$ cat src/common/calc_pkg.sv
// ============================================================
// Calc back end shared package
// Data path widths, register file size, pipeline depths,
// opcode encoding and the common word types
// ============================================================

package calc_pkg;

  // Data path and register file
  localparam int DATA_W     = 32;
  localparam int REG_NUM    = 16;
  localparam int REG_ADDR_W = 4;

  // Completion stages between reservation and writeback
  localparam int COMP_STAGES = 3;

  // Three completion stage inputs plus writeback
  localparam int FWD_DEPTH = 4;

  typedef logic [DATA_W-1:0]     data_t;
  typedef logic [REG_ADDR_W-1:0] reg_addr_t;

  // Integer opcodes, shifts take rs2[4:0]
  typedef enum logic [3:0] {
    OP_NOP  = 4'd0,
    OP_ADD  = 4'd1,
    OP_SUB  = 4'd2,
    OP_AND  = 4'd3,
    OP_OR   = 4'd4,
    OP_XOR  = 4'd5,
    OP_SLL  = 4'd6,
    OP_SRL  = 4'd7,
    OP_ADDI = 4'd8,
    OP_MUL  = 4'd9
  } calc_op_e;

endpackage

$ cat src/hdl/calc_complete.sv
// ============================================================
// Calc completion pipe
// Carries control and poison down the pipe, merges pipe
// results at fixed latency and drives forwarding and writeback
// ============================================================
`timescale 1ns/1ps

module calc_complete (
  input  logic                                          clk_i,
  input  logic                                          arst_n_i,
  input  logic                                          flush_i,
  input  logic                                          pipe_int_v_i,
  input  logic                                          pipe_mul_v_i,
  input  logic                                          rd_w_v_i,
  input  calc_pkg::reg_addr_t                           rd_addr_i,
  input  calc_pkg::data_t                               int_data_i,
  input  calc_pkg::data_t                               mul_data_i,
  output logic [calc_pkg::FWD_DEPTH-1:0]                fwd_v_o,
  output calc_pkg::reg_addr_t [calc_pkg::FWD_DEPTH-1:0] fwd_addr_o,
  output calc_pkg::data_t [calc_pkg::FWD_DEPTH-1:0]     fwd_data_o,
  output logic                                          wb_v_o,
  output calc_pkg::reg_addr_t                           wb_addr_o,
  output calc_pkg::data_t                               wb_data_o
);

  import calc_pkg::*;

  // Control stage 0 is the reservation stage
  logic [COMP_STAGES-1:0]    int_v_r;
  logic [COMP_STAGES-1:0]    mul_v_r;
  logic [COMP_STAGES:0]      w_v_r;
  logic [COMP_STAGES:0]      poison_r;
  logic [COMP_STAGES:0]      poison_n;
  reg_addr_t [COMP_STAGES:0] rd_r;
  data_t [COMP_STAGES-1:0]   comp_n;
  data_t [COMP_STAGES-1:0]   comp_r;

  // Flush poisons the new entry and everything not yet written back
  always_comb
  begin
    poison_n[0] = flush_i;
    for (int i = 1; i <= COMP_STAGES; i++)
      poison_n[i] = poison_r[i-1] | flush_i;
  end

  always_ff @(posedge clk_i or negedge arst_n_i)
  begin
    if (!arst_n_i)
    begin
      int_v_r  <= '0;
      mul_v_r  <= '0;
      w_v_r    <= '0;
      poison_r <= '0;
    end
    else
    begin
      int_v_r  <= {int_v_r[COMP_STAGES-2:0], pipe_int_v_i};
      mul_v_r  <= {mul_v_r[COMP_STAGES-2:0], pipe_mul_v_i};
      w_v_r    <= {w_v_r[COMP_STAGES-1:0], rd_w_v_i};
      poison_r <= poison_n;
    end
  end

  // Results merge in at their pipe's latency, else older data moves on
  always_comb
  begin
    comp_n[0] = int_v_r[0] ? int_data_i : '0;
    comp_n[1] = mul_v_r[1] ? mul_data_i : comp_r[0];
    for (int i = 2; i < COMP_STAGES; i++)
      comp_n[i] = comp_r[i-1];
  end

  always_ff @(posedge clk_i)
  begin
    rd_r   <= {rd_r[COMP_STAGES-1:0], rd_addr_i};
    comp_r <= comp_n;
  end

  // Slice i sees stage i next-state, the multiply is not ready in slice 0
  always_comb
  begin
    for (int i = 0; i < COMP_STAGES; i++)
    begin
      fwd_v_o[i]    = w_v_r[i] & ~poison_n[i+1]
                      & (int_v_r[i] | ((i != 0) & mul_v_r[i]));
      fwd_addr_o[i] = rd_r[i];
      fwd_data_o[i] = comp_n[i];
    end
    fwd_v_o[COMP_STAGES]    = wb_v_o;
    fwd_addr_o[COMP_STAGES] = wb_addr_o;
    fwd_data_o[COMP_STAGES] = wb_data_o;
  end

  assign wb_v_o    = w_v_r[COMP_STAGES] & ~poison_r[COMP_STAGES];
  assign wb_addr_o = rd_r[COMP_STAGES];
  assign wb_data_o = comp_r[COMP_STAGES-1];

endmodule

$ cat src/hdl/calc_decode.sv
// ============================================================
// Calc decode
// Sorts a dispatched opcode into a pipe, flags immediate use
// and raises the register write enable
// ============================================================
`timescale 1ns/1ps

module calc_decode (
  input  logic                dispatch_v_i,
  input  calc_pkg::calc_op_e  op_i,
  input  calc_pkg::reg_addr_t rd_addr_i,
  output logic                pipe_int_v_o,
  output logic                pipe_mul_v_o,
  output logic                use_imm_o,
  output logic                rd_w_v_o
);

  import calc_pkg::*;

  logic int_sel;
  logic mul_sel;

  always_comb
  begin
    int_sel   = 1'b0;
    mul_sel   = 1'b0;
    use_imm_o = 1'b0;
    case (op_i)
      OP_ADD, OP_SUB, OP_AND, OP_OR, OP_XOR, OP_SLL, OP_SRL:
        int_sel = 1'b1;
      OP_ADDI:
      begin
        int_sel   = 1'b1;
        use_imm_o = 1'b1;
      end
      OP_MUL:
        mul_sel = 1'b1;
      // NOP and unused codes go nowhere
      default:
        int_sel = 1'b0;
    endcase
  end

  assign pipe_int_v_o = dispatch_v_i & int_sel;
  assign pipe_mul_v_o = dispatch_v_i & mul_sel;

  // x0 is never a real destination
  assign rd_w_v_o = (pipe_int_v_o | pipe_mul_v_o) & (rd_addr_i != '0);

endmodule

$ cat src/hdl/calc_execute.sv
// ============================================================
// Calc execute
// Single-cycle integer ALU and a two-stage multiplier
// ============================================================
`timescale 1ns/1ps

module calc_execute (
  input  logic               clk_i,
  input  logic               arst_n_i,
  input  calc_pkg::calc_op_e op_i,
  input  calc_pkg::data_t    rs1_i,
  input  calc_pkg::data_t    rs2_i,
  output calc_pkg::data_t    int_data_o,
  output calc_pkg::data_t    mul_data_o
);

  import calc_pkg::*;

  logic  mul_v_r;
  data_t mul_a_r;
  data_t mul_b_r;
  data_t product;

  // Integer pipe, result in the cycle after reservation
  always_comb
  begin
    case (op_i)
      OP_ADD, OP_ADDI: int_data_o = rs1_i + rs2_i;
      OP_SUB:          int_data_o = rs1_i - rs2_i;
      OP_AND:          int_data_o = rs1_i & rs2_i;
      OP_OR:           int_data_o = rs1_i | rs2_i;
      OP_XOR:          int_data_o = rs1_i ^ rs2_i;
      // Shift amount from the low 5 bits
      OP_SLL:          int_data_o = rs1_i << rs2_i[4:0];
      OP_SRL:          int_data_o = rs1_i >> rs2_i[4:0];
      default:         int_data_o = '0;
    endcase
  end

  // Multiply stage 1 captures operands
  always_ff @(posedge clk_i or negedge arst_n_i)
  begin
    if (!arst_n_i)
      mul_v_r <= 1'b0;
    else
      mul_v_r <= (op_i == OP_MUL);
  end

  always_ff @(posedge clk_i)
  begin
    if (op_i == OP_MUL)
    begin
      mul_a_r <= rs1_i;
      mul_b_r <= rs2_i;
    end
  end

  // Low word of the product only
  assign product    = mul_a_r * mul_b_r;
  assign mul_data_o = mul_v_r ? product : '0;

endmodule

$ cat src/hdl/calc_operand.sv
// ============================================================
// Calc operand read
// Integer register file, forwarding from in-flight stages
// and the reservation registers feeding execute
// ============================================================
`timescale 1ns/1ps

module calc_operand (
  input  logic                                         clk_i,
  input  logic                                         arst_n_i,
  input  calc_pkg::calc_op_e                           op_i,
  input  calc_pkg::reg_addr_t                          rs1_addr_i,
  input  calc_pkg::reg_addr_t                          rs2_addr_i,
  input  calc_pkg::data_t                              imm_i,
  input  logic                                         use_imm_i,
  input  logic [calc_pkg::FWD_DEPTH-1:0]               fwd_v_i,
  input  calc_pkg::reg_addr_t [calc_pkg::FWD_DEPTH-1:0] fwd_addr_i,
  input  calc_pkg::data_t [calc_pkg::FWD_DEPTH-1:0]     fwd_data_i,
  input  logic                                         wb_v_i,
  input  calc_pkg::reg_addr_t                          wb_addr_i,
  input  calc_pkg::data_t                              wb_data_i,
  output calc_pkg::calc_op_e                           op_r_o,
  output calc_pkg::data_t                              rs1_r_o,
  output calc_pkg::data_t                              rs2_r_o
);

  import calc_pkg::*;

  data_t regfile_r [REG_NUM];
  data_t rf_rs1;
  data_t rf_rs2;
  data_t byp_rs1;
  data_t byp_rs2;
  data_t opnd2;

  // Register file, x0 stays zero
  always_ff @(posedge clk_i or negedge arst_n_i)
  begin
    if (!arst_n_i)
    begin
      for (int i = 0; i < REG_NUM; i++)
        regfile_r[i] <= '0;
    end
    else if (wb_v_i && (wb_addr_i != '0))
      regfile_r[wb_addr_i] <= wb_data_i;
  end

  assign rf_rs1 = (rs1_addr_i == '0) ? '0 : regfile_r[rs1_addr_i];
  assign rf_rs2 = (rs2_addr_i == '0) ? '0 : regfile_r[rs2_addr_i];

  // Walk oldest to youngest so slice 0 wins
  always_comb
  begin
    byp_rs1 = rf_rs1;
    byp_rs2 = rf_rs2;
    for (int i = FWD_DEPTH - 1; i >= 0; i--)
    begin
      if (fwd_v_i[i] && (fwd_addr_i[i] == rs1_addr_i) && (rs1_addr_i != '0))
        byp_rs1 = fwd_data_i[i];
      if (fwd_v_i[i] && (fwd_addr_i[i] == rs2_addr_i) && (rs2_addr_i != '0))
        byp_rs2 = fwd_data_i[i];
    end
  end

  assign opnd2 = use_imm_i ? imm_i : byp_rs2;

  // Reservation stage
  always_ff @(posedge clk_i or negedge arst_n_i)
  begin
    if (!arst_n_i)
      op_r_o <= OP_NOP;
    else
      op_r_o <= op_i;
  end

  always_ff @(posedge clk_i)
  begin
    rs1_r_o <= byp_rs1;
    rs2_r_o <= opnd2;
  end

endmodule

$ cat src/hdl/calc_top.sv
// ============================================================
// Calc back end top
// Decode, operand read, execute and completion pipe
// ============================================================
`timescale 1ns/1ps

module calc_top (
  input  logic                clk_i,
  input  logic                arst_n_i,
  input  logic                dispatch_v_i,
  input  calc_pkg::calc_op_e  op_i,
  input  calc_pkg::reg_addr_t rd_addr_i,
  input  calc_pkg::reg_addr_t rs1_addr_i,
  input  calc_pkg::reg_addr_t rs2_addr_i,
  input  calc_pkg::data_t     imm_i,
  input  logic                flush_i,
  output logic                wb_v_o,
  output calc_pkg::reg_addr_t wb_addr_o,
  output calc_pkg::data_t     wb_data_o
);

  import calc_pkg::*;

  logic                      pipe_int_v;
  logic                      pipe_mul_v;
  logic                      use_imm;
  logic                      rd_w_v;
  calc_op_e                  op_r;
  data_t                     rs1_r;
  data_t                     rs2_r;
  data_t                     int_data;
  data_t                     mul_data;
  logic [FWD_DEPTH-1:0]      fwd_v;
  reg_addr_t [FWD_DEPTH-1:0] fwd_addr;
  data_t [FWD_DEPTH-1:0]     fwd_data;

  calc_decode u_decode (
    .dispatch_v_i (dispatch_v_i),
    .op_i         (op_i),
    .rd_addr_i    (rd_addr_i),
    .pipe_int_v_o (pipe_int_v),
    .pipe_mul_v_o (pipe_mul_v),
    .use_imm_o    (use_imm),
    .rd_w_v_o     (rd_w_v)
  );

  calc_operand u_operand (
    .clk_i      (clk_i),
    .arst_n_i   (arst_n_i),
    .op_i       (op_i),
    .rs1_addr_i (rs1_addr_i),
    .rs2_addr_i (rs2_addr_i),
    .imm_i      (imm_i),
    .use_imm_i  (use_imm),
    .fwd_v_i    (fwd_v),
    .fwd_addr_i (fwd_addr),
    .fwd_data_i (fwd_data),
    .wb_v_i     (wb_v_o),
    .wb_addr_i  (wb_addr_o),
    .wb_data_i  (wb_data_o),
    .op_r_o     (op_r),
    .rs1_r_o    (rs1_r),
    .rs2_r_o    (rs2_r)
  );

  calc_execute u_execute (
    .clk_i      (clk_i),
    .arst_n_i   (arst_n_i),
    .op_i       (op_r),
    .rs1_i      (rs1_r),
    .rs2_i      (rs2_r),
    .int_data_o (int_data),
    .mul_data_o (mul_data)
  );

  calc_complete u_complete (
    .clk_i        (clk_i),
    .arst_n_i     (arst_n_i),
    .flush_i      (flush_i),
    .pipe_int_v_i (pipe_int_v),
    .pipe_mul_v_i (pipe_mul_v),
    .rd_w_v_i     (rd_w_v),
    .rd_addr_i    (rd_addr_i),
    .int_data_i   (int_data),
    .mul_data_i   (mul_data),
    .fwd_v_o      (fwd_v),
    .fwd_addr_o   (fwd_addr),
    .fwd_data_o   (fwd_data),
    .wb_v_o       (wb_v_o),
    .wb_addr_o    (wb_addr_o),
    .wb_data_o    (wb_data_o)
  );

endmodule
$ cat config.mk
export PLATFORM = sky130hd
export DESIGN_NAME = calc_top
export DESIGN_NICKNAME = d
export VERILOG_FILES = /design/src/common/calc_pkg.sv /design/src/hdl/calc_complete.sv /design/src/hdl/calc_decode.sv /design/src/hdl/calc_execute.sv /design/src/hdl/calc_operand.sv /design/src/hdl/calc_top.sv
export SDC_FILE = /design/constraint.sdc
export NUM_CORES = 2
export LEC_CHECK = 0
export BUFFER_PORTS_ARGS = -buffer_cell sky130_fd_sc_hd__buf_2
export CORE_UTILIZATION = 65
export DETAILED_ROUTE_END_ITERATION = 10
export PLACE_DENSITY = 0.81
export SLEW_MARGIN = 25
export SYNTH_ARGS = -nofsm -noshare
export SYNTH_HDL_FRONTEND = slang
export SYNTH_SLANG_ARGS = --single-unit
$ cat constraint.sdc
create_clock -name clk_i -period 7.7 [get_ports clk_i]
set_input_delay 1.54 -clock clk_i [delete_from_list [all_inputs] [get_ports clk_i]]
set_output_delay 1.54 -clock clk_i [all_outputs]
set_load 0.1 [all_outputs]
# [After elaboration in Yosys (flattened, before gate mapping)]
# Index checks and enable logic that the tools add are counted.
# W data, S select, Z words.
[op_classes] n_addsub=2 multipliers=1 n_div=0 magnitude_cmp=4 eq_ne=26 n_shift=2 mux=27 n_bitwise=26 reduce_logical=26
[op_table] op="$mux W32" count=19
[op_table] op="$bwmux W512" count=1
[op_table] op="$bmux W32 S4" count=2
[op_table] op="$pmux W32 S7" count=1
[op_table] op="$demux W32 S4" count=1
[op_table] op="$add A32 B32 Y32" count=1
[op_table] op="$and A32 B32 Y32" count=1
[op_table] op="$eq A4 B3 Y1 const B" count=8
[op_table] op="$eq A4 B4 Y1" count=8
[op_table] op="$mul A32 B32 Y32" count=1
[op_table] op="$or A32 B32 Y32" count=1
[op_table] op="$shl A32 B5 Y32" count=1
[op_table] op="$shr A32 B5 Y32" count=1
[op_table] op="$sub A32 B32 Y32" count=1
[op_table] op="$xor A32 B32 Y32" count=1
[op_table] op="$logic_and A1 B1 Y1" count=18
[op_table] op="$eq A4 B2 Y1 const B" count=4
[op_table] op="$eq A4 B4 Y1 const B" count=4
[op_table] op="$reduce_bool A4 Y1" count=4
[op_table] op="$ge A5 B5 Y1 const B" count=3
[op_table] op="$not A4 Y5" count=3
[op_table] op="$and A1 B1 Y1" count=10
[op_table] op="$eq A4 B1 Y1 const B" count=2
[op_table] op="$logic_not A4 Y1" count=2
[op_table] op="6 further kinds" count=16
[totals] regBits=771 latch_bits=0 ram_bits=0 romBits=0 inputBits=52 output_inout_bits=37 elab_cells=147 memories=0

# [Depth between registers and ports, before layout]
[logic_depth] ltp_word=10 depth_mapped=29 mapped_depth_nobuf=26

# [By module]
# From an unflattened synthesis, not the netlist that was laid out.
[hier_totals] hier_cells=5552 hier_area_um2=60963.5
[modules_own_cells] module="calc_operand" instances=1 cells_each=2419 area_per_inst_um2=31965.7 seq_area_each_um2=14193.6
[modules_own_cells] module="calc_execute" instances=1 cells_each=2816 area_per_inst_um2=24781.3 seq_area_each_um2=1946.9
[modules_own_cells] module="calc_complete" instances=1 cells_each=308 area_per_inst_um2=4152.7 seq_area_each_um2=2592.5
[modules_own_cells] module="calc_decode" instances=1 cells_each=9 area_per_inst_um2=63.8 seq_area_each_um2=0.0

# [Least setup slack after synthesis]
# OpenSTA, ideal clock, no wires.
[synth_path] kind="reg2reg" start="register u_execute.mul_b_r[3]" end="register u_operand.rs2_r_o[30]" setup_ns=0.070 t_arrival_ns=7.051 t_required_ns=7.630 setup_slack_ns=0.579 stages_incl_launch_ff=28 n_path_buf=3 synth_period_minus_slack_ns=7.121 path_cell_list="edfxtp_1 clkbuf_1 clkbuf_1 and2_1 fa_1 inv_1 fa_1 fa_1 fa_1 inv_1 fa_1 inv_1 fa_1 inv_1 fa_1 fa_1 ha_1 clkbuf_1 a21o_1 a21o_1 a21oi_1 o221ai_1 a21o_1 a211oi_1 xnor2_1 a22oi_1 a221o_1 a21oi_1"
[synth_via] elab_chain_cells=6
[synth_rtl] item="start: declaration" line_no="calc_execute.sv:21" rtl="data_t mul_b_r;"
[synth_rtl] item="start signal: assignment" line_no="calc_execute.sv:54" rtl="mul_b_r <= rs2_i;"
[synth_rtl] item="$mul A32 B32 Y32" line_no="calc_execute.sv:59" rtl="assign product = mul_a_r * mul_b_r;"
[synth_rtl] item="$mux W32" line_no="calc_execute.sv:60" rtl="assign mul_data_o = mul_v_r ? product : '0;"
[synth_rtl] item="$mux W32" line_no="calc_complete.sv:68" rtl="comp_n[1] = mul_v_r[1] ? mul_data_i : comp_r[0];"
[synth_rtl] item="$mux W32 (2 in a row)" line_no="calc_operand.sv:60" rtl="if (fwd_v_i[i] && (fwd_addr_i[i] == rs2_addr_i) && (rs2_addr_i != '0))"
[synth_rtl] item="$mux W32" line_no="calc_operand.sv:65" rtl="assign opnd2 = use_imm_i ? imm_i : byp_rs2;"
[synth_rtl] item="net u_operand.opnd2[30]" line_no="calc_operand.sv:34" rtl="data_t opnd2;"
[synth_rtl] item="end signal: assignment" line_no="calc_operand.sv:79" rtl="rs2_r_o <= opnd2;"
[synth_rtl] item="end: declaration" line_no="calc_operand.sv:24" rtl="output calc_pkg::data_t rs2_r_o"
# The timed path passes the listed nets, and every way through them passes these cells.
# A chain may end at the register's enable or synchronous reset.

# [Worst setup path after layout]
[layout_path] start="register u_execute.mul_a_r[8]" end="register u_operand.rs2_r_o[23]"
[layout_via] elab_chain_cells=6
[layout_rtl] item="start: declaration" line_no="calc_execute.sv:20" rtl="data_t mul_a_r;"
[layout_rtl] item="start signal: assignment" line_no="calc_execute.sv:53" rtl="mul_a_r <= rs1_i;"
[layout_rtl] item="$mul A32 B32 Y32" line_no="calc_execute.sv:59"
[layout_rtl] item="$mux W32" line_no="calc_execute.sv:60"
[layout_rtl] item="$mux W32" line_no="calc_complete.sv:68"
[layout_rtl] item="$mux W32 (2 in a row)" line_no="calc_operand.sv:60"
[layout_rtl] item="$mux W32" line_no="calc_operand.sv:65"
[layout_rtl] item="net u_operand.opnd2[23]" line_no="calc_operand.sv:34"
# The timed path passes the listed nets, and every way through them passes these cells.

==> metrics.sh <==
ROWS=110
FINAL_NET_COUNT=5997
WL_PER_CELL_UM=28.3
CP-END-KIND='register'
FINAL_HOLD_VIOL_COUNT=0
MIN_PATH_TYPE='register to register'
CTS_HTREE_LEVELS=3
TRANSITION_TIME_OF_THE_TIGHTEST_SLEW_CHECK_PIN_NS=1.04
FIRST_ITER_VIOLATIONS=5643
DIE_WIDTH_UM=305
BUFFER_PORTS.INSERTED=88
DIEHEIGHT_UM=305
FINAL_CELL_COUNT_NO_FILL=6565
GRT-OVFL-TOTAL=0
SLEW_VIOLATIONS=0
LEAKAGE_POWER_nW=29.6
YS_ASYNC_SR_FRACTION_PCT=68.9
DRV.MAX_CAP_VIOLATION_COUNT=0
SYNTH_WARNINGS=0
SYNTH_EDF_COUNT=64
FINCLKSKEW_NS=0.0318
FIN_TNS_SETUP_NS=0
WORST_SETUP_SLACK_AFTER_PLACEMENT_NS=-0.141
SYNTH.LIB_CELLS_USED.DISTINCT=92
OUTCOME='completed'
SYN-MEAN-INSTANCE-AREA_UM2=11.1
CTS.SINK_COUNT=771
GP_CONGESTION=1.02
SYN2LAYOUT_AREA_GROWTH_PCT=8.09
GRT_START_MAX_NET_PINS=130
GRTUSAGEMET1_PCT=54.0
FINAL_LAYOUT_SIZE_SUFFIX_GT1_SHARE_PCT=25.3
GR-MAX-USAGE-LAYER='met2'
LAYOUT_COMMON_CELLS='531 x dfrtp_1, 487 x inv_1, 486 x mux2_2, 409 x fa_1, 386 x nand2_1'
VDD_IR_DROP_MAX_V=0.000404
CORE-AREA_MM2=0.0906
WL_UM=186000
DIE-AREA_MM2=0.0931
MAX_FCLK_MHz=133
MIN_PERIOD_NS=7.54
CLOCK-ROOT-BUFFER='clkbuf_16'
I_O_PINS=89
MULTI_INPUT_AREA_MM2=0.0374
GRT.MET2_USAGE_PCT=61.8
FINAL_COMMON_CELL='dfrtp_1'
DP_CELL_COUNT=6358
ROUTED-VIA-COUNT=44826
POSTSYNTHREGISTERBITS=771
POST-LAYOUT-TOTAL-POWER_mW=14.8
GRT_PASS1_WL_UM=283000
CTS-BUFFERS-INSERTED=83
MET3_TRACK_DEMAND_OVER_RESOURCE_PCT=9.61
FIRST_PASS_DETAILED_ROUTE_ITERATION_TOTAL=7
NUMBER_OF_VIAS_PER_CELL_AFTER_DETAILED_ROUTING=6.83
CRITPATHKIND='register to register'
SYN-NUM-NETS=6055
SYNTH_CELLS=5374
REMAINING_DESIGN_RULE_VIOLATION_COUNT=0
INITIAL_UTILIZATION_PCT=65.9
CTS_MAX_PATH_BUFFERS=3
CRITICAL_PATH_ARRIVAL_NS=8.06
MAXSLEWHEADROOM_PCT=30.4
FIRST_GLOBAL_VIAS=45291
SETUP_VIOL_COUNT_FINAL=0
FIN_CRIT_SH_PCT=98.0
CP_DATA_REQUIRED_TIME_NS=8.21
SYNTH-MAIN-FF-CELL='dfrtp_1'
GR-USAGE-ALL-LAYERS_PCT=40.5
PWR_DENSITY_CELL_mW_PER_MM2=229
CLK-INSERTION-DELAY-LATE_NS=0.66
POST_SYN_AREA_MM2=0.0597
SYNTH-SEQ-AREA-SHARE_PCT=31.4
DRTANTENNAVIOLNETS=0
HPWLAFTERDP_UM=128000
START_KIND='register'
SETUP_WS_FINAL_NS=0.157
FILLER_CELL_COUNT=6246
PATH_MAX_FANOUT=11
CLK_PIN_SLEW_NS=0.07
TRITONCTS_CLOCK_TREE='yes'
REG_AREA_MM2=0.0187
GRT_ANTENNA_BEFORE_REPAIR=7
-- logic make-up (layout without fill, tap and decap cells) --
| family | after synthesis | count (layout) | share of synthesized area [%] |
|---|---|---|---|
| multiplexers | 925 | 925 | 23.9 |
| AND/OR/NAND/NOR | 1202 | 1202 | 9.71 |
| flip-flops | 771 | 771 | 31.4 |
| AO/OA/AOI/OAI | 744 | 744 | 8.00 |
| adder cells (fa/ha/maj) | 629 | 629 | 18.3 |
| buffers and inverters | 946 | 956 | 6.37 |
| XOR/XNOR | 157 | 157 | 2.34 |
| other | 0 | 5 | 0 |
-- synthesized netlist by cell type (26+ instances only) --
library cell	instances	area share (%)
inv_1	487	3.1
o211ai_1	40	0.50
nand3_1	27	0.23
o22ai_1	39	0.41
fa_1	409	14
mux2_2	486	9.2
ha_1	220	4.6
buf_1	63	0.40
buf_4	47	0.59
edfxtp_1	64	3.2
a21oi_1	227	1.9
xnor2_1	127	1.9
buf_2	60	0.50
mux4_2	352	13
dfrtp_1	531	22
a21o_1	28	0.35
clkbuf_1	286	1.8
nand2_1	394	2.5
dfxtp_1	176	5.9
o21ai_0	154	1.3
a22oi_1	83	1.0
mux2i_1	87	1.5
nor2_1	285	1.8
xor2_1	28	0.41
and2_1	319	3.3
o21a_1	26	0.33
nor3_1	49	0.41
-- repair_timing --
action                                  4_1_cts  5_1_grt
resized for setup                             2       11
hold endpoints to repair                      0        0
hold buffers                                  0        0
setup buffers                                 5       43
pin swaps                                     0        1
endpoints found under the setup margin        1       12
-- metrics by stage --
stage | cell area, um^2 | hold slack (ns) | util, %
6_report | 64600 | 0.355 | 71.3
5_1_grt | 64500 | 0.355 | 71.3
4_1_cts | 64100 | 0.355 | 70.8
3_5_place_dp | 61200 | 0.341 | 67.6
3_3_place_gp | 61200 | 0.336 | 67.6
2_1_floorplan | 59700 | 0.331 | -
-- state kept, by name, summed over array words and instances, names as in the netlist, 3 cells and up --
signal / count
u_operand.rs1_r_o: 32
u_complete.comp_r: 32
u_operand.regfile_r: 512
u_execute.mul_b_r: 32
u_complete.wb_data_o: 32
u_complete.mul_v_r: 3
u_complete.int_v_r: 3
u_complete.w_v_r: 4
u_execute.mul_a_r: 32
u_complete.fwd_data_o: 32
u_complete.wb_addr_o: 4
u_operand.rs2_r_o: 32
u_operand.op_r_o: 4
u_complete.fwd_addr_o: 12
u_complete.poison_r: 4
-- worst max-delay path, cell delays in order (launching register included) --
cell,delay [ns]
edfxtp_1,0.63
buf_4,0.28
and2_1,0.16
fa_1,0.44
fa_1,0.47
fa_1,0.55
inv_1,0.06
fa_1,0.49
inv_1,0.06
fa_1,0.45
ha_1,0.30
fa_1,0.53
fa_1,0.43
ha_1,0.37
a21o_1,0.18
a21o_1,0.16
a21oi_1,0.17
o22ai_1,0.10
a211o_1,0.34
o31a_1,0.26
nor3_2,0.35
nor2_1,0.11
a211oi_2,0.37
o21ai_0,0.15
-- report_power, final --
group	leakage [nW]	switching [mW]	internal [mW]
clock network	1.36	1.78	2.33
logic	18.8	3.84	2.65
registers	9.43	0.0888	4.12
-- worst paths after layout --
kind | start | end | slack, ns | cells after the start
max in group asynchronous | arst_n_i | u_operand.regfile_r[31]$_DFFE_PN0P_ | 5.39 | 2
max reg2reg | u_execute.mul_a_r[8]$_DFFE_PP_ | u_operand.rs2_r_o[23]$_DFF_P_ | 0.16 | 23
min | u_complete.mul_v_r[0]$_DFF_PN0_ | u_complete.mul_v_r[1]$_DFF_PN0_ | 0.35 | 0
min in group asynchronous | arst_n_i | u_operand.regfile_r[5]$_DFFE_PN0P_ | 0.91 | 1
max | u_execute.mul_a_r[8]$_DFFE_PP_ | u_operand.rs2_r_o[23]$_DFF_P_ | 0.16 | 23
min reg2reg | u_complete.mul_v_r[0]$_DFF_PN0_ | u_complete.mul_v_r[1]$_DFF_PN0_ | 0.35 | 0
-- routing by layer --
metal  wire [um]  vias to the layer above
li1            -                    18526
met1       68500                    22733
met2       84200                     2940
met3       21300                      623
met4       11900                        4
met5          26                        -
-- layout make-up --
cell class | count | area share [%]
inverters | 489 | 2.84
well taps | 1176 | 2.28
multi-input cells | 3657 | 57.9
clock buffers | 112 | 3.64
repair buffers | 314 | 3.60
clock inverters | 41 | 0.667
flip-flops and latches | 771 | 29.0
diodes | 5 | 0.0194
No activity file was read; power rests on OpenSTA's default activity.
